<file path="src/pipeCtrl_defines.svh">
/* Widths and memory timing shared by the pipeline control project.
   MEM_WORDS and LINE_BYTES must be powers of two, and MEM_LATENCY at least 1. */
`ifndef PIPECTRL_DEFINES_SVH
`define PIPECTRL_DEFINES_SVH

// byte address width
`define ADDR_WIDTH 32

// word width, a multiple of 8
`define DATA_WIDTH 32

// shared memory depth in words
`define MEM_WORDS 256

// line size for the load-after-store check
`define LINE_BYTES 16

// cycles from start to done
`define MEM_LATENCY 3

`endif

</file>
<file path="src/pipeCtrlPkg.sv">
/* Types for the pipeline control and memory access ports.
   Widths come from the defines header. */
`default_nettype none

`include "pipeCtrl_defines.svh"

package pipeCtrlPkg;

    // byte address
    typedef logic [`ADDR_WIDTH-1:0] addrT;

    // one memory word
    typedef logic [`DATA_WIDTH-1:0] dataT;

    // index into the word array
    typedef logic [$clog2(`MEM_WORDS)-1:0] wordIdxT;

    // address bits above the line offset
    typedef logic [`ADDR_WIDTH-$clog2(`LINE_BYTES)-1:0] lineTagT;

    // access port FSM
    typedef enum logic [1:0] {
        idle,
        waitGrant,
        inFlight,
        holding
    } portStateT;

    // owner of the access in flight
    typedef enum logic {
        instPort,
        dataPort
    } requesterT;

endpackage

`default_nettype wire

</file>
<file path="src/memArbiter.sv">
/* Fixed-priority arbiter for the shared memory, data port ahead of instruction port.
   Grants only while memory is idle, so at most one access is in flight. */
`default_nettype none

module memArbiter (
    input  wire                    clk,
    input  wire                    arstN,
    input  wire                    iMemReq,
    input  wire                    dMemReq,
    input  wire                    memBusy,
    input  wire                    memDone,
    input  wire                    iWe,
    input  wire                    dWe,
    input  wire pipeCtrlPkg::addrT iAddr,
    input  wire pipeCtrlPkg::addrT dAddr,
    input  wire pipeCtrlPkg::dataT iWdata,
    input  wire pipeCtrlPkg::dataT dWdata,
    input  wire pipeCtrlPkg::dataT memRdata,
    output logic                   iGrant,
    output logic                   dGrant,
    output logic                   iDone,
    output logic                   dDone,
    output logic                   memStart,
    output logic                   memWe,
    output pipeCtrlPkg::addrT      memAddr,
    output pipeCtrlPkg::dataT      memWdata,
    output pipeCtrlPkg::dataT      iRdata,
    output pipeCtrlPkg::dataT      dRdata
);
    import pipeCtrlPkg::*;

    requesterT owner;

    assign dGrant   = dMemReq && !memBusy;
    assign iGrant   = iMemReq && !dMemReq && !memBusy; // data wins ties
    assign memStart = iGrant || dGrant;

    always_comb begin
        if (dGrant) begin
            memAddr  = dAddr;
            memWe    = dWe;
            memWdata = dWdata;
        end else begin
            memAddr  = iAddr;
            memWe    = iWe && iGrant; // no stray write strobe
            memWdata = iWdata;
        end
    end

    always_ff @(posedge clk or negedge arstN) begin
        if (!arstN) begin
            owner <= instPort;
        end else if (memStart) begin
            owner <= dGrant ? dataPort : instPort;
        end
    end

    // completion goes to the owner only
    assign iDone  = memDone && (owner == instPort);
    assign dDone  = memDone && (owner == dataPort);
    assign iRdata = memRdata;
    assign dRdata = memRdata;

    // single access in flight needs the memory busy right after a start
    memBusyAfterStart: assert property (@(posedge clk) disable iff (!arstN)
        memStart |=> memBusy);

endmodule

`default_nettype wire

</file>
<file path="config.mk">
export PLATFORM = sky130hd
export DESIGN_NAME = memArbiter
export DESIGN_NICKNAME = d
export VERILOG_FILES = /design/src/pipeCtrlPkg.sv /design/src/memArbiter.sv
export VERILOG_INCLUDE_DIRS = /design/src
export SDC_FILE = /design/constraint.sdc
export NUM_CORES = 1
export LEC_CHECK = 0
export BUFFER_PORTS_ARGS = -buffer_cell sky130_fd_sc_hd__buf_2
export CORE_AREA = 2 2 116 118
export CTS_CLUSTER_SIZE = 25
export DETAILED_ROUTE_END_ITERATION = 16
export DIE_AREA = 0 0 118 120
export MAX_ROUTING_LAYER = met4
export SLEW_MARGIN = 20
export SYNTH_ARGS = -nofsm -noshare
export SYNTH_HDL_FRONTEND = slang
export SYNTH_SLANG_ARGS = --single-unit
</file>
<file path="constraint.sdc">
create_clock -name clk -period 1.7 [get_ports clk]
set_input_delay 0.085 -clock clk [delete_from_list [all_inputs] [get_ports clk]]
set_output_delay 0.085 -clock clk [all_outputs]
set_load 0.01 [all_outputs]
</file>
==> flow_metrics.env <==
export IMPL_status="completed"
export IMPL_place_congestion=0.766
export IMPL_slowest_delay_ns=0.39
export IMPL_seq_area_frac_synth_pct=1.67
export IMPL_endpoint_kind="primary output"
export IMPL_worst_path_most_repeated_cell="buf_2"
export IMPL_cp_slowest_cell="mux2_2"
export IMPL_syn_num_nets=314
export IMPL_ys_types=13
export IMPL_antennaDiodeCount=0
export IMPL_whs_ns=0.170
export IMPL_yosys_area_top_type_share_pct=33.6
export IMPL_min_delay_start="memRdata[22]"
export IMPL_final_max_slew_viol_count=0
export IMPL_first_pass_iters=2
export IMPL_synthFlopType="dfrtp_1"
export IMPL_drc_errors=0
export IMPL_crit_buf_inv=3
export IMPL_die_w_um=118
export IMPL_min_path_cells=0
export IMPL_reg_top3="owner (1)"
export IMPL_post_cts_buffers=0
export IMPL_rows=42
export IMPL_ios=302
export IMPL_power_density_mw_per_mm2=276
export IMPL_die_area_sq_mm=0.0142
export IMPL_leakagePower_nw=1.22
export IMPL_routed_via_density=3.37
export IMPL_grt_pass1_wl_um=7200
export IMPL_hold_buffers=1
export IMPL_setup_viol=0
export IMPL_fmax_mhz=764
export IMPL_grt_max_degree=45
export IMPL_worstSetupPathType="in2out"
export IMPL_clk_latency_ns=0
export IMPL_fin_crit_sh_pct=77.0
export IMPL_rsz0062_at_grt="false"
export IMPL_hpwl_um=4740
export IMPL_finalNetCount=453
export IMPL_cp_start_kind="input pin"
export IMPL_initial_core_util_pct=11.5
export IMPL_worstPathArrival_ns=1.22
export IMPL_worstReg2RegStart="owner"
export IMPL_worst_ep_required_time_ns=1.62
export IMPL_tightest_slew_ns=0.310
export IMPL_slew_limit_headroom_pct=79.3
export IMPL_ys_seq_elements=1
export IMPL_hold_viol_final=0
export IMPL_syn_to_final_growth_pct=47.4
export IMPL_crit_fanout=44
export IMPL_cp_cell_sequence="buf_2, nor2b_4, buf_12, mux2_2, buf_2"
export IMPL_synth_cells=146
export IMPL_ant_nets=0
export IMPL_async_flop_share_pct=100
export IMPL_grt_overflow=0
export IMPL_yosysTopAreaCell="buf_4"
export IMPL_hold_end="iRdata[22]"
export IMPL_largest_reg_flops=1
export IMPL_ys_warn_count=0
export IMPL_routed_wl_um=5250
export IMPL_die_h_um=120
export IMPL_synth_edf_count=0
export IMPL_port_buffers=205
export IMPL_synthTopCellsByArea="buf_4 (34%), mux2_4 (30%), mux2_2 (26%)"
export IMPL_grt_usage_pct=6.38
export IMPL_cp_num_cells=5
export IMPL_min_path_type="in2out"
export IMPL_final_setup_skew_ns=0
export IMPL_synthTopCellsByCount="buf_4 (67), mux2_2 (34), mux2_4 (30)"
export IMPL_synth_most_common_cell="buf_4"
export IMPL_core_region_area_sq_mm=0.0130
export IMPL_drt_iter0_drc=29
export IMPL_place_ws_ns=0.374
export IMPL_rrSetupSlack_ns=1.06
export IMPL_vias=1546
export IMPL_drive_above_1_share_pct=96.1
export IMPL_final_min_clock_period_ns=1.31
export IMPL_reg2reg_depth=1
export IMPL_vdd_drop_max_mv=0.0818
export IMPL_syn_area_sq_mm=0.00150
export IMPL_antenna_found_initial=0
export IMPL_fill_cells=1478
export IMPL_cap_violations=0
export IMPL_cts_resized=0
export IMPL_avgRoutedWirePerCell_um=11.4
export IMPL_avgSynthCellArea_sq_um=10.3
export IMPL_fin_tns_setup_ns=0
export IMPL_first_global_vias=1426
export IMPL_top_register="owner"
export IMPL_worstReg2RegEnd="owner"
export IMPL_setup_slack_ns=0.391
export IMPL_cpLargestDelayFamily="buffers and inverters"
## cells by family (layout without fill, tap and decap cells)
| kind of cell | after synthesis | count (layout) | share of synthesized area, % |
|---|---|---|---|
| mux | 64 | 64 | 55.6 |
| flops | 1 | 1 | 1.67 |
| simple gates | 8 | 8 | 3.17 |
| buf+inv | 71 | 208 | 38.3 |
| compound gates | 2 | 2 | 1.17 |
## cell usage in the layout (no fill, tap or decap)
cell and n:
dfrtp_1 1, a21o_1 1, buf_12 1, a32o_1 1
mux2_4 30, mux2_2 34, and2_1 1, dlygate4sd3_1 1
nand2b_1 1, buf_2 205, nor2b_4 1, buf_4 1
nor2_1 4, nor2b_1 1
## report_power, final
group	internal, mW	switching [mW]	leakage [nW]
Sequential	0.0270	0.00194	0.0113
Combinational	0.346	0.234	1.21
Clock	0	0	0
Total	0.373	0.236	1.22
## cell type report
type | count | area (sq um) | area share, %
repair buffers | 208 | 1060 | 48.2
well taps | 176 | 220 | 9.98
flip-flops and latches | 1 | 25.0 | 1.13
multi-input cells | 74 | 898 | 40.7
## layer usage
| metal | track usage, % | part of all wire, % |
|---|---|---|
| met3 | 3.23 | 16 |
| met5 | - | 0 |
| met1 | 6.54 | 34 |
| met4 | 0.0753 | 0.095 |
| met2 | 11.6 | 50 |
## through the flow
| step | utilization (%) | total power [mW] | instances | area (sq um) |
|---|---|---|---|---|
| finish | 17.0 | 0.610 | 459 | 2210 |
| global route | 17.0 | 0.651 | 459 | 2210 |
| CTS | 17.0 | 0.618 | 459 | 2210 |
| detailed placement | 16.9 | 0.613 | 458 | 2200 |
| global placement | 16.9 | 0.608 | 458 | 2200 |
| floorplan | - | 0.488 | 146 | 1500 |
## worst max-delay path by stage
stage	endpoint	from	slack [ns]
after global routing	memWdata[18]	dMemReq	0.31
after detailed placement	memWdata[18]	dMemReq	0.37
after CTS	memWdata[18]	dMemReq	0.37
after global placement	memAddr[31]	dMemReq	0.40
after floorplan	memAddr[0]	dMemReq	0.75
final	memAddr[31]	dMemReq	0.39
Note: power is estimated with default switching activity, not from simulation.
