$ cat src/pipeCtrl_defines.svh
/* Widths and memory timing shared by the pipeline control project.
   MEM_WORDS and LINE_BYTES must be powers of two, and MEM_LATENCY at least 1. */
`ifndef PIPECTRL_DEFINES_SVH
`define PIPECTRL_DEFINES_SVH

// byte address width
`define ADDR_WIDTH 32

// word width, a multiple of 8
`define DATA_WIDTH 32

// shared memory depth in words
`define MEM_WORDS 256

// line size for the load-after-store check
`define LINE_BYTES 16

// cycles from start to done
`define MEM_LATENCY 3

`endif

$ cat src/pipeCtrlPkg.sv
/* Types for the pipeline control and memory access ports.
   Widths come from the defines header. */
`default_nettype none

`include "pipeCtrl_defines.svh"

package pipeCtrlPkg;

    // byte address
    typedef logic [`ADDR_WIDTH-1:0] addrT;

    // one memory word
    typedef logic [`DATA_WIDTH-1:0] dataT;

    // index into the word array
    typedef logic [$clog2(`MEM_WORDS)-1:0] wordIdxT;

    // address bits above the line offset
    typedef logic [`ADDR_WIDTH-$clog2(`LINE_BYTES)-1:0] lineTagT;

    // access port FSM
    typedef enum logic [1:0] {
        idle,
        waitGrant,
        inFlight,
        holding
    } portStateT;

    // owner of the access in flight
    typedef enum logic {
        instPort,
        dataPort
    } requesterT;

endpackage

`default_nettype wire

$ cat src/pipeControl.sv
/* Stall and flush resolution for the seven-stage pipeline, purely combinational.
   Sources are resolved by fixed priority; a flushed stage keeps its write enable high. */
`default_nettype none

`include "pipeCtrl_defines.svh"

module pipeControl (
    input  wire                flushException,
    input  wire                iTlbStall,
    input  wire                dTlbStall,
    input  wire                iBusy,
    input  wire                dBusy,
    input  wire                dataHazardStall,
    input  wire                idImmJump,
    input  wire                branchFailed,
    input  wire                mulDivBusy,
    input  wire                memAccessReq,
    input  wire                mem2StoreReq,
    input  wire                wbStoreReq,
    input  wire pipeCtrlPkg::addrT memAddr,
    input  wire pipeCtrlPkg::addrT mem2Addr,
    input  wire pipeCtrlPkg::addrT wbAddr,
    output logic               preIfWr,
    output logic               ifWr,
    output logic               idWr,
    output logic               exeWr,
    output logic               memWr,
    output logic               mem2Wr,
    output logic               wbWr,
    output logic               ifFlush,
    output logic               idFlush,
    output logic               exeFlush,
    output logic               memFlush,
    output logic               mem2Flush,
    output logic               wbFlush,
    output logic               exeDisWr,
    output logic               memDisWr,
    output logic               wbDisWr,
    output logic               iFlush,
    output logic               dFlush,
    output logic               iReqEnable,
    output logic               dReqEnable,
    output logic               iHold,
    output logic               dHold
);
    import pipeCtrlPkg::*;

    localparam int LineOffset = $clog2(`LINE_BYTES);

    lineTagT memTag;
    lineTagT mem2Tag;
    lineTagT wbTag;
    logic    loadStoreConflict;

    assign memTag  = memAddr[`ADDR_WIDTH-1:LineOffset];
    assign mem2Tag = mem2Addr[`ADDR_WIDTH-1:LineOffset];
    assign wbTag   = wbAddr[`ADDR_WIDTH-1:LineOffset];

    // same line as an older store still on its way out
    assign loadStoreConflict = memAccessReq &&
                               ((mem2StoreReq && memTag == mem2Tag) ||
                                (wbStoreReq && memTag == wbTag));

    always_comb begin
        preIfWr    = 1'b1; // normal flow
        ifWr       = 1'b1;
        idWr       = 1'b1;
        exeWr      = 1'b1;
        memWr      = 1'b1;
        mem2Wr     = 1'b1;
        wbWr       = 1'b1;
        ifFlush    = 1'b0;
        idFlush    = 1'b0;
        exeFlush   = 1'b0;
        memFlush   = 1'b0;
        mem2Flush  = 1'b0;
        wbFlush    = 1'b0;
        exeDisWr   = 1'b0;
        memDisWr   = 1'b0;
        wbDisWr    = 1'b0;
        iFlush     = 1'b0;
        dFlush     = 1'b0;
        iReqEnable = 1'b1;
        dReqEnable = 1'b1;
        iHold      = 1'b0;
        dHold      = 1'b0;

        if (flushException) begin
            ifFlush    = 1'b1; // kill everything before mem2
            idFlush    = 1'b1;
            exeFlush   = 1'b1;
            memFlush   = 1'b1;
            exeDisWr   = 1'b1; // no HI/LO update
            memDisWr   = 1'b1; // no CP0 update
            iFlush     = 1'b1;
            dFlush     = 1'b1;
            iReqEnable = 1'b0;
            dReqEnable = 1'b0;
        end else if (iTlbStall || iBusy) begin
            {preIfWr, ifWr, idWr, exeWr, memWr, mem2Wr, wbWr} = '0;
            {exeDisWr, memDisWr, wbDisWr} = '1;
            iReqEnable = 1'b0;
            iHold      = 1'b1;
            dHold      = 1'b1;
        end else if (dTlbStall || dBusy) begin
            {preIfWr, ifWr, idWr, exeWr, memWr, mem2Wr, wbWr} = '0;
            {exeDisWr, memDisWr, wbDisWr} = '1;
            dReqEnable = 1'b0;
            iHold      = 1'b1;
            dHold      = 1'b1;
        end else if (loadStoreConflict) begin
            {preIfWr, ifWr, idWr, exeWr, memWr} = '0; // let the stores drain
            iReqEnable = 1'b0;
            dReqEnable = 1'b0;
            iHold      = 1'b1;
            dHold      = 1'b1;
        end else if (dataHazardStall) begin
            {preIfWr, ifWr, idWr} = '0;
            exeFlush   = 1'b1; // bubble into execute
            iHold      = 1'b1;
        end else if (idImmJump) begin
            ifFlush    = 1'b1; // drop the slot after the jump
            iFlush     = 1'b1;
            iReqEnable = 1'b0;
        end else if (branchFailed) begin
            ifFlush    = 1'b1;
            idFlush    = 1'b1;
            iFlush     = 1'b1;
            iReqEnable = 1'b0;
        end else if (mulDivBusy) begin
            {preIfWr, ifWr, idWr, exeWr, memWr, mem2Wr, wbWr} = '0;
            {exeDisWr, memDisWr, wbDisWr} = '1;
            iHold      = 1'b1;
            dHold      = 1'b1;
        end
    end

endmodule

`default_nettype wire

$ cat config.mk
export PLATFORM = sky130hd
export DESIGN_NAME = pipeControl
export DESIGN_NICKNAME = d
export VERILOG_FILES = /design/src/pipeCtrlPkg.sv /design/src/pipeControl.sv
export VERILOG_INCLUDE_DIRS = /design/src
export SDC_FILE = /design/constraint.sdc
export NUM_CORES = 1
export LEC_CHECK = 0
export CAP_MARGIN = 20
export CORE_MARGIN = 8
export CORE_UTILIZATION = 62
export DETAILED_ROUTE_END_ITERATION = 16
export DONT_BUFFER_PORTS = 1
export PLACE_DENSITY = 0.93
export SETUP_SLACK_MARGIN = 0.05
export SYNTH_ARGS = -nofsm -noshare
export SYNTH_HDL_FRONTEND = slang
export SYNTH_SLANG_ARGS = --single-unit
$ cat constraint.sdc
create_clock -name vclk -period 1.4
set_input_delay 0.07 -clock vclk [all_inputs]
set_output_delay 0.07 -clock vclk [all_outputs]
set_load 0.02 [all_outputs]
==> results by group, run 1 <==
Timing
  – Worst-Margin Slew: 715 ps
  – Final worst setup slack: -170 ps
  – Final setup fails: 18
  – FMAX: 0.637 GHz
  – Fin. Hold Viols: 0
  – Clock period minus worst slack: 1570 ps
  – Slew Limit Fails: 0
  – Setup TNS: -2310 ps
  – Unrepaired setup endpoints after global routing: yes
  – Fin crit share: 1.12
  – Slew Limit Headroom: 0.519
  – Hold WS: 140 ps

Yosys
  – Avg Cell Area, Syn: 7.46 µm²
  – Gate Count Post-Synth: 124
  – Mapped Area: 925 µm²
  – Post-synthesis sequential area ratio: 0
  – YS warnings: 0
  – Count of cell types in the netlist: 27

Cells and area
  – Seq_cells: 0
  – Area Overhead vs Synth: 21.9%
  – Post-route design area: 1130 µm²
  – Fraction of layout cells with a size suffix above 1: 0.244
  – N_diodes: 0
  – Clock buffer cells: 0
  – Reg area: 0 µm²
  – Fill cells: 106
  – Nets: 233

Drt
  – Routed vias: 912
  – Drt wl/cell: 23.6 µm
  – Antenna-violating nets left: 0
  – 1st-pass router iterations: 4
  – Drt via density: 6.56
  – Final wirelength: 3280 µm
  – 1st-iter DRT viols: 7
  – Drt drc: 0

Power
  – Switching Power: 135 µW
  – Pwr dens: 271 nW/µm²
  – Pleak: 0.401 nW
  – Part of the power in combinational logic: 1.000
  – Clock power share: 0
  – Sequential share of power: 0
  – Max IR drop VDD: 0.149 mV
  – Sw Share: 0.443
  – Pint: 170 µW

Global route
  – Vias in the first global route: 1042
  – Global-route usage over all layers: 0.205
  – Remaining Overflow, GRT: 0
  – First-pass GRT wire length: 4720 µm
  – Pin count of the biggest net entering global routing: 13
  – Initial antenna violation count: 0

Placement
  – Final GP Congestion: 0.746
  – HPWL Detailed: 2970 µm
  – Dpl cell area: 1010 µm²
  – Buffers on Ports: 0

Floorplanning
  – I/O pin cnt: 130
  – Die X: 54.6 µm
  – Core ar.: 1450 µm²
  – FP Rows: 14
  – Die Y: 54.6 µm
  – Die area: 2980 µm²
  – Initial Utilization: 0.636

Status
  – Failing checks: negative setup slack
  – Status: complete, but fails checks

Setup path
  – CP endpoint kind: output pin
  – CP max FO: 12
  – CP Class: in -> out
  – Worst EP required: 1330 ps
  – Slowest-stage cell, CP: or4_1
  – Arr. time, crit path: 1500 ps
  – Cell chain of the critical path: xnor2_2 -> nand4_1 -> or4_1 -> o22ai_2 -> buf_12 -> a311oi_1 -> buf_4
  – CP max stage delay: 500 ps
  – Crit path launch type: input pin

Flow run
  – Max cap viols: 0

Hold path
  – Tightest Hold Check Type: in -> out
-- routing by layer --
| layer | up-vias | share of wire | GRT usage |
|---|---|---|---|
| li1 | 426 | - | - |
| met1 | 413 | 0.27 | 0.183 |
| met2 | 67 | 0.56 | 0.409 |
| met3 | 6 | 0.14 | 0.0978 |
| met4 | 0 | 0.024 | 0.0287 |
| met5 | - | 0 | 0 |
-- layout by cell type (no fill, tap or decap), types with 2 or more instances in the layout --
master and instances:
xnor2_1 15, conb_1 2, nand2b_1 3, nor2b_1 2, o21ai_0 2, xnor2_2 8
nand4_1 8, nor4_1 6, nor3_1 4, nor2_1 6, buf_6 2, a21oi_1 4
buf_4 7, a31oi_1 2, nand2_1 3, xor2_1 30, xnor2_4 3
-- cell usage after synthesis (all sizes together) --
master   n  area [µm²]
xor2    30         263
xnor2   26         228
buf     11        86.3
nand4    8        50.1
nor4     7        50.1
nor2     6        22.5
a21oi    5        25.0
nor3     4        20.0
a31oi    3        18.8
nand2    3        11.3
nand2b   3        18.8
nor2b    2        12.5
o21ai    2        10.0
o31ai    2        15.0
or4      2        15.0
a21bo    1        10.0
a21boi   1        7.51
a21o     1        7.51
a311oi   1        8.76
a31o     1        8.76
clkbuf   1        3.75
conb     1        3.75
nand3b   1        7.51
o22ai    1        12.5
o41ai    1        8.76
-- metrics by stage --
stage,utilization,total power [mW],setup slack [ps],instances
floorplan,-,0.257,-154,125
global placement,0.697,0.266,-219,139
detailed placement,0.697,0.273,-226,139
CTS,0.739,0.291,-159,139
global route,0.775,0.330,-243,139
finish,0.775,0.305,-170,139
-- logic make-up (layout without fill, tap and decap cells) --
group           Yosys count  after routing  share of synthesized area
other cells               1              2                    0.00406
xor+xnor                 56             56                      0.530
buf+inv                  12             10                     0.0974
simple gates             36             36                      0.225
compound gates           19             19                      0.143
-- path summary, 6_finish.rpt --
check,start,end,slack (ps),depth (start not counted)
worst max-delay path,mem2Addr[13],dReqEnable,-170,7
worst min-delay path,flushException,memFlush,140,0
-- cell type report --
cell class,instances,area [µm²],area share
well taps,16,20.0,0.0178
multi-input cells,113,1010,0.898
repair buffers,10,95.1,0.0844
-- worst max-delay path, delay by kind of cell --
family | cells | cell delay, ps
buf+inv | 2 | 330
compound gates | 2 | 310
xor+xnor | 1 | 160
simple gates | 2 | 630
-- power groups by stage --
| stage | clock network [mW] | registers [mW] | logic [mW] |
|---|---|---|---|
| CTS | 0 | 0 | 0.291 |
| floorplan | 0 | 0 | 0.257 |
| global route | 0 | 0 | 0.330 |
| global placement | 0 | 0 | 0.266 |
| finish | 0 | 0 | 0.305 |
| detailed placement | 0 | 0 | 0.273 |
-- repair_timing --
| action | CTS | global route |
|---|---|---|
| endpoints found under the setup margin | 18 | 18 |
| pin swaps | 2 | 0 |
| buffers inserted | 0 | 0 |
| gates resized for setup | 9 | 6 |
| hold buffers | 0 | 0 |
(Power assumes the default switching activity.)
==> run 2: changes to the inputs <==
--- a/config.mk
+++ b/config.mk
@@ -6,7 +6,9 @@
 export SDC_FILE = /design/constraint.sdc
 export NUM_CORES = 1
 export LEC_CHECK = 0
+export ABC_AREA = 1
 export CAP_MARGIN = 20
+export CORE_ASPECT_RATIO = 0.9
 export CORE_MARGIN = 8
 export CORE_UTILIZATION = 62
 export DETAILED_ROUTE_END_ITERATION = 16
==> results by group, run 2 <==
Global route
  – Grt met3 use: 0.0538
  – Vias in the first global route: 1360
  – Global-route usage over all layers: 0.172
  – Pin count of the biggest net entering global routing: 9
  – M2 GR Usage: 0.338
  – Initial antenna violation count: 0
  – GRT busiest layer: met2
  – First-pass GRT wire length: 5110 µm
  – M1 GR Usage: 0.168
  – Remaining Overflow, GRT: 0

Timing
  – Fin. Hold Viols: 0
  – Setup TNS: 0 ps
  – Clock period minus worst slack: 1330 ps
  – Final worst setup slack: 73.1 ps
  – Slew Limit Fails: 0
  – FMAX: 0.754 GHz
  – Worst-Margin Slew: 568 ps
  – Fin crit share: 0.948
  – Unrepaired setup endpoints after global routing: yes
  – Final setup fails: 0
  – Slew Limit Headroom: 0.618

Placement
  – Final GP Congestion: 0.890
  – HPWL Detailed: 3180 µm
  – Buffers on Ports: 0
  – Pre-CTS setup slack: 149 ps

Power
  – Pleak: 0.773 nW
  – Pwr dens: 267 nW/µm²
  – Sequential share of power: 0
  – Switching Power: 197 µW
  – Sw Share: 0.540
  – Pint: 168 µW
  – Part of the power in combinational logic: 1.000
  – Max IR drop VDD: 0.184 mV
  – Final total power: 365 µW
  – Clock power share: 0

Yosys
  – YS warnings: 0
  – Synth area leader: nand2_1
  – Most frequent cell after synthesis: nand2_1
  – Mapped Area: 1180 µm²
  – Share of the synthesized area in the top cell type: 0.304
  – Post-synthesis sequential area ratio: 0
  – Synth cell count leaders: nand2_1 (96), inv_1 (52), nor2_1 (24)
  – Largest cells by area after synthesis: nand2_1 (30%), inv_1 (16%), xnor2_1 (13%)
  – Avg Cell Area, Syn: 4.70 µm²
  – Count of cell types in the netlist: 22
  – Gate Count Post-Synth: 252

Drt
  – 1st-iter DRT viols: 38
  – Drt wl/cell: 13.5 µm
  – 1st-pass router iterations: 4
  – Drt via density: 5.02
  – Drt drc: 0
  – Routed vias: 1401
  – Antenna-violating nets left: 0
  – Final wirelength: 3760 µm

Status
  – Status: finished, final reports clean

Cells and area
  – Commonest cells after routing, fill and taps aside: nand2_1 (79), inv_1 (41), nor2_1 (23)
  – Most common cell after layout, fill and taps aside: nand2_1
  – Area Overhead vs Synth: 15.5%
  – Fill cells: 165
  – Fraction of layout cells with a size suffix above 1: 0.228
  – Clock buffer cells: 0
  – Nets: 364
  – N_diodes: 0
  – Reg area: 0 µm²
  – Seq_cells: 0

Setup path
  – CP endpoint kind: output pin
  – Arr. time, crit path: 1260 ps
  – CP Class: in -> out
  – CP max FO: 6
  – Crit path launch type: input pin
  – Worst EP required: 1330 ps

Floorplanning
  – Die area: 3570 µm²
  – Die Y: 57.5 µm
  – Initial Utilization: 0.638
  – I/O pin cnt: 130
  – Core ar.: 1860 µm²
  – Die X: 62.1 µm
  – FP Rows: 15

Hold path
  – Min-Delay Endpoint: dFlush
  – Min-delay src: flushException
  – Hold path depth: 0
  – Tightest Hold Check Type: in -> out

Flow run
  – Max cap viols: 0
-- run 2: changes by cell type after synthesis, sizes merged, moves of 3 or more --
cell	previous run	this run
nand3	0	7
nor4	7	1
nor3	4	0
xnor2	26	17
xor2	30	7
o21ai	2	7
nand2b	3	0
nand4	8	5
nand2	3	99
nor2	6	27
inv	0	58
a31oi	3	0
-- run 2: kinds of logic after synthesis --
kind of cell           Yosys count  synth area share
AND/OR/NAND/NOR                141             0.490
buffers and inverters           70             0.253
XOR/XNOR                        24             0.177
AO/OA/AOI/OAI                   16            0.0760
other                            1           0.00316
-- run 2: layer usage --
metal  vias up  wire length, µm
met5         -                0
met4         0               59
met3         8              472
met2        65             2110
met1       600             1110
li1        728                -
-- run 2: timing repair --
action / 4_1_cts / 5_1_grt
setup buffers: 0 / 0
hold buffers: 0 / 0
endpoints found under the setup margin: 0 / 13
gates resized for setup: 0 / 48
-- run 2: layout make-up --
| class | count | area [µm²] | share of cell area |
|---|---|---|---|
| Inverter | 60 | 272 | 0.198 |
| Multi-Input combinational cell | 183 | 955 | 0.697 |
| Tap cell | 25 | 31.3 | 0.0229 |
| Timing Repair Buffer | 11 | 111 | 0.0814 |
-- run 2: through the flow --
| step | instance area (µm²) | utilization | hold slack [ps] | cells |
|---|---|---|---|---|
| CTS | 1260 | 0.676 | 140 | 279 |
| detailed placement | 1260 | 0.676 | 140 | 279 |
| finish | 1370 | 0.737 | 140 | 279 |
| floorplan | 1190 | - | 217 | 253 |
| global route | 1370 | 0.737 | 140 | 279 |
| global placement | 1260 | 0.676 | 140 | 279 |
-- run 2: critical path, cell delays in order --
cell and delay, ps:
xnor2_1 170, nand2_1 90, nor2_1 90, nand2_1 50
nor2_1 110, nand2_1 60, nand2_1 70, nand2_2 110
nand2_2 110, nand2_2 70, nand2_2 120, buf_12 130
-- run 2: worst max-delay path by stage --
stage / endpoint / startpoint
final: wbWr / memAddr[12]
after global routing: memDisWr / memAddr[12]
after CTS: wbWr / memAddr[12]
after detailed placement: wbWr / mem2Addr[31]
after global placement: wbWr / memAddr[27]
after floorplan: memDisWr / memAddr[18]
-- run 2: power groups by stage --
stage | Sequential (mW) | Combinational [mW] | Clock, mW
6_report | 0 | 0.365 | 0
5_1_grt | 0 | 0.410 | 0
4_1_cts | 0 | 0.334 | 0
3_5_place_dp | 0 | 0.332 | 0
3_3_place_gp | 0 | 0.325 | 0
2_1_floorplan | 0 | 0.289 | 0
