`src/pipeCtrl_defines.svh`:
```
/* Widths and memory timing shared by the pipeline control project.
   MEM_WORDS and LINE_BYTES must be powers of two, and MEM_LATENCY at least 1. */
`ifndef PIPECTRL_DEFINES_SVH
`define PIPECTRL_DEFINES_SVH

// byte address width
`define ADDR_WIDTH 32

// word width, a multiple of 8
`define DATA_WIDTH 32

// shared memory depth in words
`define MEM_WORDS 256

// line size for the load-after-store check
`define LINE_BYTES 16

// cycles from start to done
`define MEM_LATENCY 3

`endif

```
`src/pipeCtrlPkg.sv`:
```
/* Types for the pipeline control and memory access ports.
   Widths come from the defines header. */
`default_nettype none

`include "pipeCtrl_defines.svh"

package pipeCtrlPkg;

    // byte address
    typedef logic [`ADDR_WIDTH-1:0] addrT;

    // one memory word
    typedef logic [`DATA_WIDTH-1:0] dataT;

    // index into the word array
    typedef logic [$clog2(`MEM_WORDS)-1:0] wordIdxT;

    // address bits above the line offset
    typedef logic [`ADDR_WIDTH-$clog2(`LINE_BYTES)-1:0] lineTagT;

    // access port FSM
    typedef enum logic [1:0] {
        idle,
        waitGrant,
        inFlight,
        holding
    } portStateT;

    // owner of the access in flight
    typedef enum logic {
        instPort,
        dataPort
    } requesterT;

endpackage

`default_nettype wire

```
`src/accessPort.sv`:
```
/* Single-request memory access port; one access at a time, no queueing.
   A flushed access still completes in memory but its result is dropped. */
`default_nettype none

module accessPort (
    input  wire                    clk,
    input  wire                    arstN,
    input  wire                    req,
    input  wire                    we,
    input  wire                    reqEnable,
    input  wire                    flush,
    input  wire                    hold,
    input  wire                    grant,
    input  wire                    respDone,
    input  wire pipeCtrlPkg::addrT addr,
    input  wire pipeCtrlPkg::dataT wdata,
    input  wire pipeCtrlPkg::dataT respData,
    output logic                   memReq,
    output logic                   busy,
    output logic                   valid,
    output pipeCtrlPkg::addrT      memAddr,
    output pipeCtrlPkg::dataT      memWdata,
    output pipeCtrlPkg::dataT      rdata,
    output logic                   memWe
);
    import pipeCtrlPkg::*;

    portStateT state;
    logic      cancel;

    always_ff @(posedge clk or negedge arstN) begin
        if (!arstN) begin
            state  <= idle;
            cancel <= 1'b0;
        end else begin
            case (state)
                idle: begin
                    cancel <= 1'b0;
                    if (req && reqEnable) state <= waitGrant;
                end
                waitGrant: begin
                    if (grant) begin
                        state  <= inFlight;
                        cancel <= flush; // granted in the flush cycle
                    end else if (flush) begin
                        state  <= idle;
                    end
                end
                inFlight: begin
                    if (flush) cancel <= 1'b1;
                    if (respDone) state <= (cancel || flush) ? idle : holding;
                end
                holding: begin
                    if (flush || !hold) state <= idle;
                end
                default: state <= idle;
            endcase
        end
    end

    // request payload
    always_ff @(posedge clk) begin
        if (state == idle && req && reqEnable) begin
            memAddr  <= addr;
            memWe    <= we;
            memWdata <= wdata;
        end
        if (state == inFlight && respDone) rdata <= respData;
    end

    assign memReq = (state == waitGrant);
    assign busy   = (state == waitGrant) || (state == inFlight);
    assign valid  = (state == holding) && !flush; // flushed result never shown

    grantOnlyWhenWaiting: assert property (@(posedge clk) disable iff (!arstN)
        grant |-> state == waitGrant);

endmodule

`default_nettype wire

```
`config.mk`:
```
export PLATFORM = sky130hd
export DESIGN_NAME = accessPort
export DESIGN_NICKNAME = d
export VERILOG_FILES = /design/src/pipeCtrlPkg.sv /design/src/accessPort.sv
export VERILOG_INCLUDE_DIRS = /design/src
export SDC_FILE = /design/constraint.sdc
export NUM_CORES = 1
export LEC_CHECK = 0
export BUFFER_PORTS_ARGS = -buffer_cell sky130_fd_sc_hd__buf_2
export CORE_AREA = 2 2 91 93
export DETAILED_ROUTE_END_ITERATION = 8
export DIE_AREA = 0 0 93 95
export GPL_ROUTABILITY_DRIVEN = 1
export GPL_TIMING_DRIVEN = 0
export HOLD_SLACK_MARGIN = 0.03
export PLACE_DENSITY_LB_ADDON = 0.15
export SLEW_MARGIN = 0
export SYNTH_ARGS = -nofsm -noshare
export SYNTH_HDL_FRONTEND = slang
export SYNTH_SLANG_ARGS = --single-unit
```
`constraint.sdc`:
```
create_clock -name clk -period 3.6 [get_ports clk]
set_clock_uncertainty 0.05 [all_clocks]
set_input_delay 0.72 -clock clk [delete_from_list [all_inputs] [get_ports clk]]
set_output_delay 0.72 -clock clk [all_outputs]
set_load 0.02 [all_outputs]
```
==> results of run 1 <==
worst max path at each step:
stage                         from  slack (ns)            to  cells past startpoint
after floorplan                req        0.82    memAddr[0]                      1
after global placement         req        0.16  memWdata[31]                      2
after detailed placement  respDone        1.24      rdata[7]                      2
after CTS                 state[0]        1.25     rdata[18]                      3
after global routing      state[1]        1.34          busy                      3
final                     state[1]        1.44          busy                      3
registers in the layout, summed over array words and instances, names as in the netlist:
signal	flops
rdata	32
memWdata	32
cancel	1
state	2
memWe	1
memAddr	32
cells by family after synthesis:
family | share of synthesized area (%)
adders and majority gates | 2.71
AOI/OAI and AO/OA | 0.812
DFF | 92.3
muxes | 1.00
and+or+nand+nor | 2.71
buffers and inverters | 0.464
stage by stage:
| step | util, % | total power (uW) |
|---|---|---|
| 2_1_floorplan | - | 1800 |
| 3_3_place_gp | 55.4 | 2000 |
| 3_5_place_dp | 55.6 | 2010 |
| 4_1_cts | 58.3 | 2770 |
| 5_1_grt | 58.4 | 2860 |
| 6_report | 58.4 | 2730 |
layout make-up:
type                            instances  area (um2)
Fill cell                             665        3300
Sequential cell                       100        2990
Timing Repair Buffer                  205        1040
Multi-Input combinational cell         25         236
Tap cell                              105         131
Clock buffer                           10         128
Clock inverter                          6        87.6
Inverter                                4        15.0
synth_stat cells:
| library cell | number | share of area, % |
|---|---|---|
| sky130_fd_sc_hd__ha_1 | 7 | 2.7 |
| sky130_fd_sc_hd__mux2_2 | 1 | 0.35 |
| sky130_fd_sc_hd__dfrtp_1 | 3 | 2.3 |
| sky130_fd_sc_hd__and3b_1 | 1 | 0.27 |
| sky130_fd_sc_hd__mux2_1 | 1 | 0.35 |
| sky130_fd_sc_hd__nor4_4 | 1 | 0.66 |
| sky130_fd_sc_hd__nor2b_1 | 4 | 0.77 |
| sky130_fd_sc_hd__a21oi_1 | 2 | 0.31 |
| sky130_fd_sc_hd__a221oi_1 | 1 | 0.27 |
| sky130_fd_sc_hd__and2_1 | 1 | 0.19 |
| sky130_fd_sc_hd__or3b_1 | 1 | 0.27 |
| sky130_fd_sc_hd__nand2_1 | 1 | 0.12 |
| sky130_fd_sc_hd__nor3b_1 | 1 | 0.23 |
| sky130_fd_sc_hd__edfxtp_1 | 97 | 90 |
| sky130_fd_sc_hd__mux2i_1 | 1 | 0.31 |
| sky130_fd_sc_hd__a21boi_0 | 1 | 0.23 |
| sky130_fd_sc_hd__inv_1 | 4 | 0.46 |
| sky130_fd_sc_hd__and3_1 | 1 | 0.19 |
layout by cell type, fill, tap and decap left out:
master	n
sky130_fd_sc_hd__a21boi_0	1
sky130_fd_sc_hd__a21oi_1	2
sky130_fd_sc_hd__a221oi_1	1
sky130_fd_sc_hd__and2_2	1
sky130_fd_sc_hd__and3_2	1
sky130_fd_sc_hd__and3b_1	1
sky130_fd_sc_hd__buf_12	1
sky130_fd_sc_hd__buf_2	204
sky130_fd_sc_hd__bufinv_16	2
sky130_fd_sc_hd__clkbuf_1	1
sky130_fd_sc_hd__clkbuf_8	9
sky130_fd_sc_hd__clkinv_1	1
sky130_fd_sc_hd__clkinvlp_4	2
sky130_fd_sc_hd__dfrtp_1	3
sky130_fd_sc_hd__edfxtp_1	97
sky130_fd_sc_hd__ha_1	7
sky130_fd_sc_hd__inv_1	4
sky130_fd_sc_hd__inv_6	1
sky130_fd_sc_hd__mux2_1	1
sky130_fd_sc_hd__mux2_2	1
sky130_fd_sc_hd__mux2i_1	1
sky130_fd_sc_hd__nand2_1	1
sky130_fd_sc_hd__nor2b_1	4
sky130_fd_sc_hd__nor3b_1	1
sky130_fd_sc_hd__nor4_4	1
sky130_fd_sc_hd__or3b_1	1
per-layer routing:
layer / GRT usage, % / share of wire (%) / routed length (um) / vias up
li1: - / - / - / 932
met1: 17.4 / 40 / 2680 / 891
met2: 23.2 / 45 / 3060 / 147
met3: 6.78 / 14 / 917 / 7
met4: 6.25 / 1.3 / 86 / 0
met5: 0 / 0 / 0 / -
power by group:
part / switching, uW / internal [uW] / total (uW)
Sequential: 35.4 / 1430 / 1460
Combinational: 327 / 187 / 514
Clock: 360 / 392 / 753
critical path: cells and delay by family (launching register included):
family	cells	cell delay [ns]
DFF	1	0.45
adders and majority gates	1	0.32
buffers and inverters	2	0.29
==> run metrics, run 1 <==
run status finished clean; vias post-DR 1977; Critical Path Source Type flop; wire length of the first global-routing pass 9480 um; crit path max fanout 5; Starting DRT DRC Count 65; area added between synthesis and finish 42.9%; global router's overall resource usage 14.7%; count of boundary I/O pins 205; maximum root-to-sink buffer count 2; Clock Latency Late Sink 0.34 ns; reg2reg end memAddr[16]; critical setup path kind flop to primary output; fraction of layout instances using a drive strength above 1 63.7%; arrival time at the worst endpoint 1.39 ns; Synthesized Nets 241; final wirelength 6740 um; number of clock sinks 100; Setup TNS Final 0 ns; post-route non-filler standard cell count 455; highest achievable clock rate 462 MHz; Syn Inst Count 129; number of input and output port buffers inserted 204; number of vias per cell 4.35; Post-CTS Resized 0; worst hold path class primary input to async pin; final net count 457; row count 33; Max-slew headroom 52.5%; first-pass detailed-route iteration total 4; worst slew pin tran 0.712 ns; H-tree levels 3; initial antenna violation count 0; clock-pin slew reported for the worst setup and hold paths after clock tree synthesis 0.09 ns; power density normalized to cell area 590 nW/um2; worst vdd ir 0.268 mV; post-detailed-route wirelength per cell 14.8 um; die width 93 um; Crit-path slowest cell sky130_fd_sc_hd__dfrtp_1; core box area 7930 um2; minimum setup slack in the final design 1.44 ns; Die ar. 8840 um2; proportion of synthesized chip area in sequential cells 92.3%; crit end category primary output; cells traversed along the worst timing path inv_1 > ha_1 > buf_2; setup repair after global routing missed its margin false; count of different cell masters after synthesis 18; final weighted congestion in routability-driven placement 0.725; flop2flop setup slack 1.53 ns; worst hold slack across all endpoints 0.111 ns; flop and latch count out of synthesis 100; Crit path required time 2.83 ns; combined area of all synthesized cells 3240 um2; Root Driver sky130_fd_sc_hd__clkbuf_8; Hold-fix buffers, CTS 0; slowest cell delay on critical path 0.45 ns; Setup-failing EPs final 0; effective utilization at floorplan 40.8%; post-layout minimum cycle time 2.16 ns; via count of the first global-routing pass 1979; mean cell area of the mapped netlist 25.1 um2; FF-to-FF Start state[1]; count of unresolved DRC violations after routing 0; number of slew-limit violations in the final report 0; worst setup timing slack at the placement stage 1.24 ns; final number of hold-violating endpoints 0; r2r worst-path depth 4; # diodes 0; Layout Cell Area excl Fill 4630 um2; pin count of the biggest net entering global routing 40; YS warnings 0; overall overflow remaining after global route 0; number of buffers added for setup after CTS 0; Max Cap Violations 0; area after detailed placement 4410 um2; die boundary height 95 um; post-route ant nets 0; clock tree from TritonCTS yes; static leakage 0.00197 uW; Tcrit/Tclk final 60.1%; number of placed instances, taps included 439; Inserted Clock Buffers 9
(Power assumes the default switching activity.)
==> inputs of run 2 (changes only) <==
--- a/config.mk
+++ b/config.mk
@@ -6,6 +6,7 @@
 export SDC_FILE = /design/constraint.sdc
 export NUM_CORES = 1
 export LEC_CHECK = 0
+export ABC_AREA = 1
 export BUFFER_PORTS_ARGS = -buffer_cell sky130_fd_sc_hd__buf_2
 export CORE_AREA = 2 2 91 93
 export DETAILED_ROUTE_END_ITERATION = 8
==> constraint.sdc (replaced) <==
create_clock -name clk -period 2.2 [get_ports clk]
set_clock_uncertainty 0.05 [all_clocks]
set_input_delay 0.44 -clock clk [delete_from_list [all_inputs] [get_ports clk]]
set_output_delay 0.44 -clock clk [all_outputs]
set_load 0.02 [all_outputs]
==> run 2 against run 1 <==
  * Non-clock buffer count up 1
  * Register-to-register slack worse by 1.2 ns
  * Global-route usage increased by 0.080 points
  * Setup slack worse by 1.2 ns
  * Largest cell class unchanged
  * Synthesized cell count grew 14%
  * Flip-flop and latch count did not move
==> run metrics, run 2 <==
run status finished clean (unchanged); post-route non-filler standard cell count 474 (was 455); proportion of synthesized flip-flops having asynchronous set or reset 3.00% (unchanged); number of placed instances, taps included 457 (was 439); area added between synthesis and finish 42.3% (was 42.9%); fraction of layout instances using a drive strength above 1 61.5% (was 63.7%); final weighted congestion in routability-driven placement 0.766 (was 0.725); die boundary height 95 um (unchanged); Synthesized Nets 259 (was 241); top flop regs memAddr (32), memWdata (32), rdata (32) (unchanged); number of vias per cell 4.28 (was 4.35); initial antenna violation count 0 (unchanged); pin count of the biggest net entering global routing 37 (was 40); post-route ant nets 0 (unchanged); power density normalized to cell area 947 nW/um2 (was 590 nW/um2); clock tree from TritonCTS yes (unchanged); setup repair after global routing missed its margin false (unchanged); worst setup timing slack at the placement stage 0.0293 ns (was 1.24 ns); YS warnings 0 (unchanged); area after detailed placement 4430 um2 (was 4410 um2); global router's overall resource usage 14.7% (about the same); most instantiated flip-flop cell in the synthesis netlist sky130_fd_sc_hd__edfxtp_1 (unchanged); number of slew-limit violations in the final report 0 (unchanged); number of clock sinks 100 (unchanged); library cell occupying the most area in the post-synthesis netlist sky130_fd_sc_hd__edfxtp_1 (unchanged); vias post-DR 2031 (was 1977); commonest cells in the netlist sky130_fd_sc_hd__edfxtp_1, sky130_fd_sc_hd__nand2_1, sky130_fd_sc_hd__inv_1, sky130_fd_sc_hd__ha_1 (was sky130_fd_sc_hd__edfxtp_1, sky130_fd_sc_hd__ha_1, sky130_fd_sc_hd__inv_1, sky130_fd_sc_hd__nor2b_1, sky130_fd_sc_hd__dfrtp_1); gate family responsible for the most delay along the worst path buffers and inverters (was flip-flops); count of boundary I/O pins 205 (unchanged); minimum setup slack in the final design 0.280 ns (was 1.44 ns); die width 93 um (unchanged); most frequent cells in the layout sky130_fd_sc_hd__buf_2, sky130_fd_sc_hd__edfxtp_1, sky130_fd_sc_hd__nand2_1 (was sky130_fd_sc_hd__buf_2, sky130_fd_sc_hd__edfxtp_1, sky130_fd_sc_hd__clkbuf_8); Tcrit/Tclk final 87.3%; worst path bufs/invs 2 (unchanged); cells taking the most area after synthesis sky130_fd_sc_hd__edfxtp_1, sky130_fd_sc_hd__ha_1, sky130_fd_sc_hd__dfrtp_1, sky130_fd_sc_hd__nand2_1, sky130_fd_sc_hd__inv_1 (was sky130_fd_sc_hd__edfxtp_1, sky130_fd_sc_hd__ha_1, sky130_fd_sc_hd__dfrtp_1, sky130_fd_sc_hd__nor2b_1, sky130_fd_sc_hd__nor4_4); flop and latch count out of synthesis 100 (unchanged); # diodes 0 (unchanged); final net count 477 (was 457); number of input and output port buffers inserted 204 (unchanged); static leakage 0.00199 uW (was 0.00197 uW); first-pass detailed-route iteration total 4 (unchanged); Critical Path Source Type flop (unchanged); commonest non-fill, non-tap cell in the layout sky130_fd_sc_hd__buf_2 (unchanged); number of buffers added for setup after CTS 0 (unchanged); crit end category flop (was primary output); count of unresolved DRC violations after routing 0 (unchanged); count of different cell masters after synthesis 13 (was 18); crit path max fanout 32 (was 5); maximum root-to-sink buffer count 2 (unchanged); wire length of the first global-routing pass 9650 um (was 9480 um); worst hold path class primary input to flop (was primary input to async pin); combined area of all synthesized cells 3250 um2 (was 3240 um2); proportion of synthesized chip area in sequential cells 92.0% (was 92.3%); final number of hold-violating endpoints 0 (unchanged); post-synth top area share 89.7% (was 90.0%); post-layout minimum cycle time 1.92 ns; top-count cell post-synth sky130_fd_sc_hd__edfxtp_1 (unchanged); via count of the first global-routing pass 1938 (was 1979); fin util 58.3% (was 58.4%); effective utilization at floorplan 41.0% (was 40.8%); total half-perimeter wirelength after legalization and detailed placement 5230 um; highest achievable clock rate 521 MHz; slowest cell delay on critical path 0.51 ns (was 0.45 ns); Max-slew headroom 51.4% (was 52.5%); Setup-failing EPs final 0 (unchanged); post-detailed-route wirelength per cell 14.4 um (was 14.8 um); cells traversed along the worst timing path inv_1 > ha_1 > nand2_1 > clkinvlp_4 (was inv_1 > ha_1 > buf_2); Inserted Clock Buffers 9 (unchanged); Crit-path slowest cell sky130_fd_sc_hd__clkinvlp_4 (was sky130_fd_sc_hd__dfrtp_1); overall overflow remaining after global route 0 (unchanged); clock-pin slew reported for the worst setup and hold paths after clock tree synthesis 0.10 ns (was 0.09 ns); Root Driver sky130_fd_sc_hd__clkbuf_8 (unchanged); row count 33 (unchanged); H-tree levels 3 (unchanged); worst slew pin tran 0.727 ns (was 0.712 ns); Die ar. 8840 um2 (unchanged); Clock Latency Late Sink 0.34 ns (about the same); Layout Cell Area excl Fill 4620 um2 (was 4630 um2); Max Cap Violations 0 (unchanged); arrival time at the worst endpoint 1.77 ns (was 1.39 ns); Starting DRT DRC Count 68 (was 65); Syn Inst Count 147 (was 129); core box area 7930 um2 (unchanged); critical setup path kind flop to flop (was flop to primary output); Crit path required time 2.05 ns (was 2.83 ns); worst vdd ir 0.395 mV (was 0.268 mV); EDFF count, synth 97 (unchanged); mean cell area of the mapped netlist 22.1 um2 (was 25.1 um2); final wirelength 6820 um (was 6740 um); worst hold slack across all endpoints 0.209 ns (was 0.111 ns)
## run 2: through the flow
| step | setup TNS (ns) | total power, uW |
|---|---|---|
| 2_1_floorplan | 0 | 3030 |
| 3_5_place_dp | 0 | 3390 |
| 3_3_place_gp | -23.53 | 3360 |
| 4_1_cts | 0 | 4420 |
| 5_1_grt | 0 | 4600 |
| 6_report | 0 | 4370 |
## run 2: cell families after synthesis
kind of cell | synth area share (%)
and+or+nand+nor | 3.35
buffers and inverters | 1.16
DFF | 92.0
AOI/OAI and AO/OA | 0.771
adders and majority gates | 2.70
## run 2: worst register-to-register path, delay by kind of cell (launching register included)
family,cells,cell delay (ns)
adder cells (fa/ha/maj),1,0.24
buffers and inverters,2,0.64
flip-flops,1,0.43
AND/OR/NAND/NOR,1,0.11
## run 2: layout make-up
class                           count  area [um2]
Clock buffer                        9         124
Multi-Input combinational cell     38         235
Timing Repair Buffer              206        1050
Clock inverter                      6        48.8
Inverter                           10        41.3
Tap cell                          105         131
Fill cell                         655        3310
Sequential cell                   100        2990
## run 2: routing by layer
metal / vias up / track usage, % / routed length [um]
met4: 0 / 6.37 / 94
met3: 9 / 5.11 / 710
met5: - / 0 / 0
met1: 914 / 17.2 / 2560
li1: 980 / - / -
met2: 128 / 24.9 / 3450
## run 2: what timing repair did
item,in CTS,in global routing
setup endpoints to repair,0,68
hold endpoints to repair,3,0
hold buffers,1,0
gates resized for setup,0,1
## run 2: final timing paths
path | startpoint | to | slack (ns) | cells past startpoint
max | state[0] | rdata[26] | 0.28 | 4
min | wdata[6] | memWdata[6] | 0.21 | 1
max reg2reg | state[0] | rdata[26] | 0.28 | 4
min reg2reg | cancel | cancel | 0.45 | 2
max in group asynchronous | arstN | state[0] | 1.61 | 2
min in group asynchronous | arstN | cancel | 0.37 | 2
## run 2: report_power, final
group	total [uW]	switching, uW	internal [uW]
registers	2420	63.7	2360
logic	922	621	301
clock network	1030	614	420
total	4370	1300	3080
==> inputs of run 3 (changes only) <==
--- a/config.mk
+++ b/config.mk
@@ -7,14 +7,15 @@
 export NUM_CORES = 1
 export LEC_CHECK = 0
 export ABC_AREA = 1
-export BUFFER_PORTS_ARGS = -buffer_cell sky130_fd_sc_hd__buf_2
-export CORE_AREA = 2 2 91 93
+export CORE_AREA = 2 2 84 86
 export DETAILED_ROUTE_END_ITERATION = 8
-export DIE_AREA = 0 0 93 95
+export DIE_AREA = 0 0 86 88
+export DONT_BUFFER_PORTS = 1
 export GPL_ROUTABILITY_DRIVEN = 1
 export GPL_TIMING_DRIVEN = 0
 export HOLD_SLACK_MARGIN = 0.03
 export PLACE_DENSITY_LB_ADDON = 0.15
+export REMOVE_ABC_BUFFERS = 1
 export SLEW_MARGIN = 0
 export SYNTH_ARGS = -nofsm -noshare
 export SYNTH_HDL_FRONTEND = slang
==> run 3 against run 2 <==
  * Register-to-register slack lost 0.03 ns
  * Design area fell by 22%
  * Critical path type unchanged
  * Power decreased by 3.2%
  * Global-route usage about the same
  * Largest cell class unchanged
  * Worst hold slack worse by 0.077 ns
  * Maximum frequency decreased by 1.4%
  * Die area fell by 14%
  * Non-clock buffer count is 204 lower
==> run metrics, run 3 (same netlist as run 2, synthesis figures left out) <==
run status finished clean (unchanged); number of clock sinks 100 (unchanged); Root Driver sky130_fd_sc_hd__clkbuf_8 (unchanged); switching share of power 28.5% (was 29.7%); crit path max fanout 33 (was 32); met3 usage in global routing 9.14% (was 5.11%); via count of the first global-routing pass 1255 (was 1938); die boundary height 88 um (was 95 um); Tcrit/Tclk final 88.5% (was 87.3%); number of slew-limit violations in the final report 0 (unchanged); worst slew pin tran 0.788 ns (was 0.727 ns); overall overflow remaining after global route 0 (unchanged); clock-pin slew reported for the worst setup and hold paths after clock tree synthesis 0.09 ns (was 0.10 ns); # diodes 0 (unchanged); Max-slew headroom 47.4% (was 51.4%); highest achievable clock rate 514 MHz (was 521 MHz); maximum root-to-sink buffer count 2 (unchanged); Net Switching 1210 uW (was 1300 uW); worst hold path class primary input to flop (unchanged); combinational fraction of design power 10.5% (was 21.1%); count of unresolved DRC violations after routing 0 (unchanged); met1 layer usage reported by global route 14.7% (was 17.2%); slowest cell delay on critical path 0.44 ns (was 0.51 ns); row count 30 (was 33); commonest non-fill, non-tap cell in the layout sky130_fd_sc_hd__edfxtp_1 (was sky130_fd_sc_hd__buf_2); Crit-path slowest cell sky130_fd_sc_hd__dfrtp_1 (was sky130_fd_sc_hd__clkinvlp_4); final net count 273 (was 477); Critical Path Source Type flop (unchanged); Die ar. 7570 um2 (was 8840 um2); Crit path required time 2.20 ns (was 2.05 ns); fin util 54.0% (was 58.3%); final number of hold-violating endpoints 0 (unchanged); post-route ant nets 0 (unchanged); count of cells along the worst hold path 0 (was 1); final weighted congestion in routability-driven placement 0.671 (was 0.766); FF-to-FF Start state[0] (unchanged); arrival time at the worst endpoint 1.95 ns (was 1.77 ns); number of input and output port buffers inserted 0 (was 204); flop2flop setup slack 0.25 ns (was 0.28 ns); reg2reg end memAddr[21] (was rdata[26]); Min-Delay Endpoint memWdata[30] (was memWdata[6]); Setup TNS Final 0 ns (unchanged); number of buffers added for setup after CTS 0 (unchanged); cells traversed along the worst timing path inv_1 > ha_1 > inv_1 > nor2_4 > buf_12 (was inv_1 > ha_1 > nand2_1 > clkinvlp_4); Inserted Clock Buffers 9 (unchanged); crit end category flop (unchanged); number of vias per cell 5.37 (was 4.28); number of placed instances, taps included 228 (was 457); r2r worst-path depth 5 (was 4); most frequent cells in the layout sky130_fd_sc_hd__edfxtp_1, sky130_fd_sc_hd__nand2_1, sky130_fd_sc_hd__clkbuf_8 (was sky130_fd_sc_hd__buf_2, sky130_fd_sc_hd__edfxtp_1, sky130_fd_sc_hd__nand2_1); static leakage 0.00119 uW (was 0.00199 uW); Starting DRT DRC Count 38 (was 68); post-route non-filler standard cell count 246 (was 474); critical setup path kind flop to flop (unchanged); final wirelength 5740 um (was 6820 um); global router's overall resource usage 14.8% (was 14.7%); clock tree from TritonCTS yes (unchanged); setup repair after global routing missed its margin false (unchanged); die width 86 um (was 93 um); core box area 6640 um2 (was 7930 um2); multi-input gate area in the final layout 235 um2 (unchanged); Setup-failing EPs final 0 (unchanged); H-tree levels 3 (unchanged); effective utilization at floorplan 48.9% (was 41.0%); Most Crowded Layer GR met2 (unchanged); Max Cap Violations 0 (unchanged); fraction of layout instances using a drive strength above 1 13.9% (was 61.5%); post-detailed-route wirelength per cell 23.3 um (was 14.4 um); worst setup timing slack at the placement stage -0.00918 ns (was 0.0293 ns); vias post-DR 1320 (was 2031); wire length of the first global-routing pass 7710 um (was 9650 um); total half-perimeter wirelength after legalization and detailed placement 4360 um (was 5230 um); gate family responsible for the most delay along the worst path buffers and inverters (unchanged); top flop regs memAddr (32), memWdata (32), rdata (32) (unchanged); power density normalized to cell area 1180 nW/um2 (was 947 nW/um2); initial antenna violation count 0 (unchanged); minimum setup slack in the final design 0.254 ns (was 0.280 ns); area added between synthesis and finish 10.4% (was 42.3%); met2 usage 24.9% (about the same); Clock Latency Late Sink 0.35 ns (was 0.34 ns); cell internal power dissipation 3030 uW (was 3080 uW); cell repeated most along the worst path sky130_fd_sc_hd__inv_1; pin count of the biggest net entering global routing 34 (was 37); first-pass detailed-route iteration total 4 (unchanged); count of fill cells added during filler insertion 504 (was 655); worst path bufs/invs 3 (was 2); post-layout minimum cycle time 1.95 ns (was 1.92 ns); power share of the sequential group 63.2% (was 55.3%); count of boundary I/O pins 205 (unchanged); part of the power in the clock network 26.2% (was 23.6%); Hold Path Origin wdata[30] (was wdata[6]); worst vdd ir 0.413 mV (was 0.395 mV); Storage cell area 2990 um2 (unchanged)
## run 3: cell count changes in the layout (fill, tap and decap cells not counted), sizes merged
cell    previous run  this run
buf              205         1
inv               12        11
clkbuf             9        11
clkinv             2         1
bufinv             0         1
## run 3: metrics by stage
step	total power, uW	instance area [um2]	hold slack (ns)
2_1_floorplan	3040	3250	0.0944
3_3_place_gp	3130	3350	0.0945
3_5_place_dp	3160	3370	0.0945
4_1_cts	4280	3580	0.112
5_1_grt	4430	3590	0.101
6_report	4230	3590	0.131
## run 3: what timing repair did
item | CTS | global route
hold buffers | 1 | 0
endpoints found under the setup margin | 33 | 32
pin swaps | 1 | 0
gates cloned | 1 | 0
resized for setup | 0 | 1
hold endpoints to repair | 3 | 0
## run 3: how the worst max path moves through the flow
stage	start	to	slack (ns)	cells past startpoint
detailed placement	state[0]	memAddr[20]	-0.009	5
finish	state[0]	memAddr[21]	0.25	5
global route	state[1]	memWdata[2]	0.11	4
global placement	state[0]	memAddr[24]	-2.39	4
floorplan	state[0]	memAddr[0]	-1.78	4
CTS	state[0]	rdata[4]	0.08	4
## run 3: worst reg2reg max path: stages (launching register included)
cell	delay, ns
sky130_fd_sc_hd__dfrtp_1	0.44
sky130_fd_sc_hd__inv_1	0.15
sky130_fd_sc_hd__ha_1	0.19
sky130_fd_sc_hd__inv_1	0.10
sky130_fd_sc_hd__nor2_4	0.44
sky130_fd_sc_hd__buf_12	0.27
## run 3: power by group through the flow
| stage | clock [uW] | sequential (uW) | combinational (uW) |
|---|---|---|---|
| 6_report | 1110 | 2680 | 446 |
| 5_1_grt | 1220 | 2700 | 508 |
| 4_1_cts | 1140 | 2680 | 452 |
| 3_5_place_dp | 0 | 2730 | 430 |
| 3_3_place_gp | 0 | 2750 | 388 |
| 2_1_floorplan | 0 | 2700 | 335 |
## run 3: final cells by class
cell class | instances | share of cell area (%)
inverters | 10 | 1.15
repair buffers | 2 | 0.837
clock buffers | 11 | 3.66
clock inverters | 5 | 1.67
multi-input cells | 38 | 6.56
well taps | 80 | 2.79
flip-flops and latches | 100 | 83.3
## run 3: metal layers
metal / vias to the layer above / wire [um]
met4: 0 / 65
met3: 7 / 713
met1: 628 / 1830
li1: 573 / -
met5: - / 0
met2: 112 / 3130
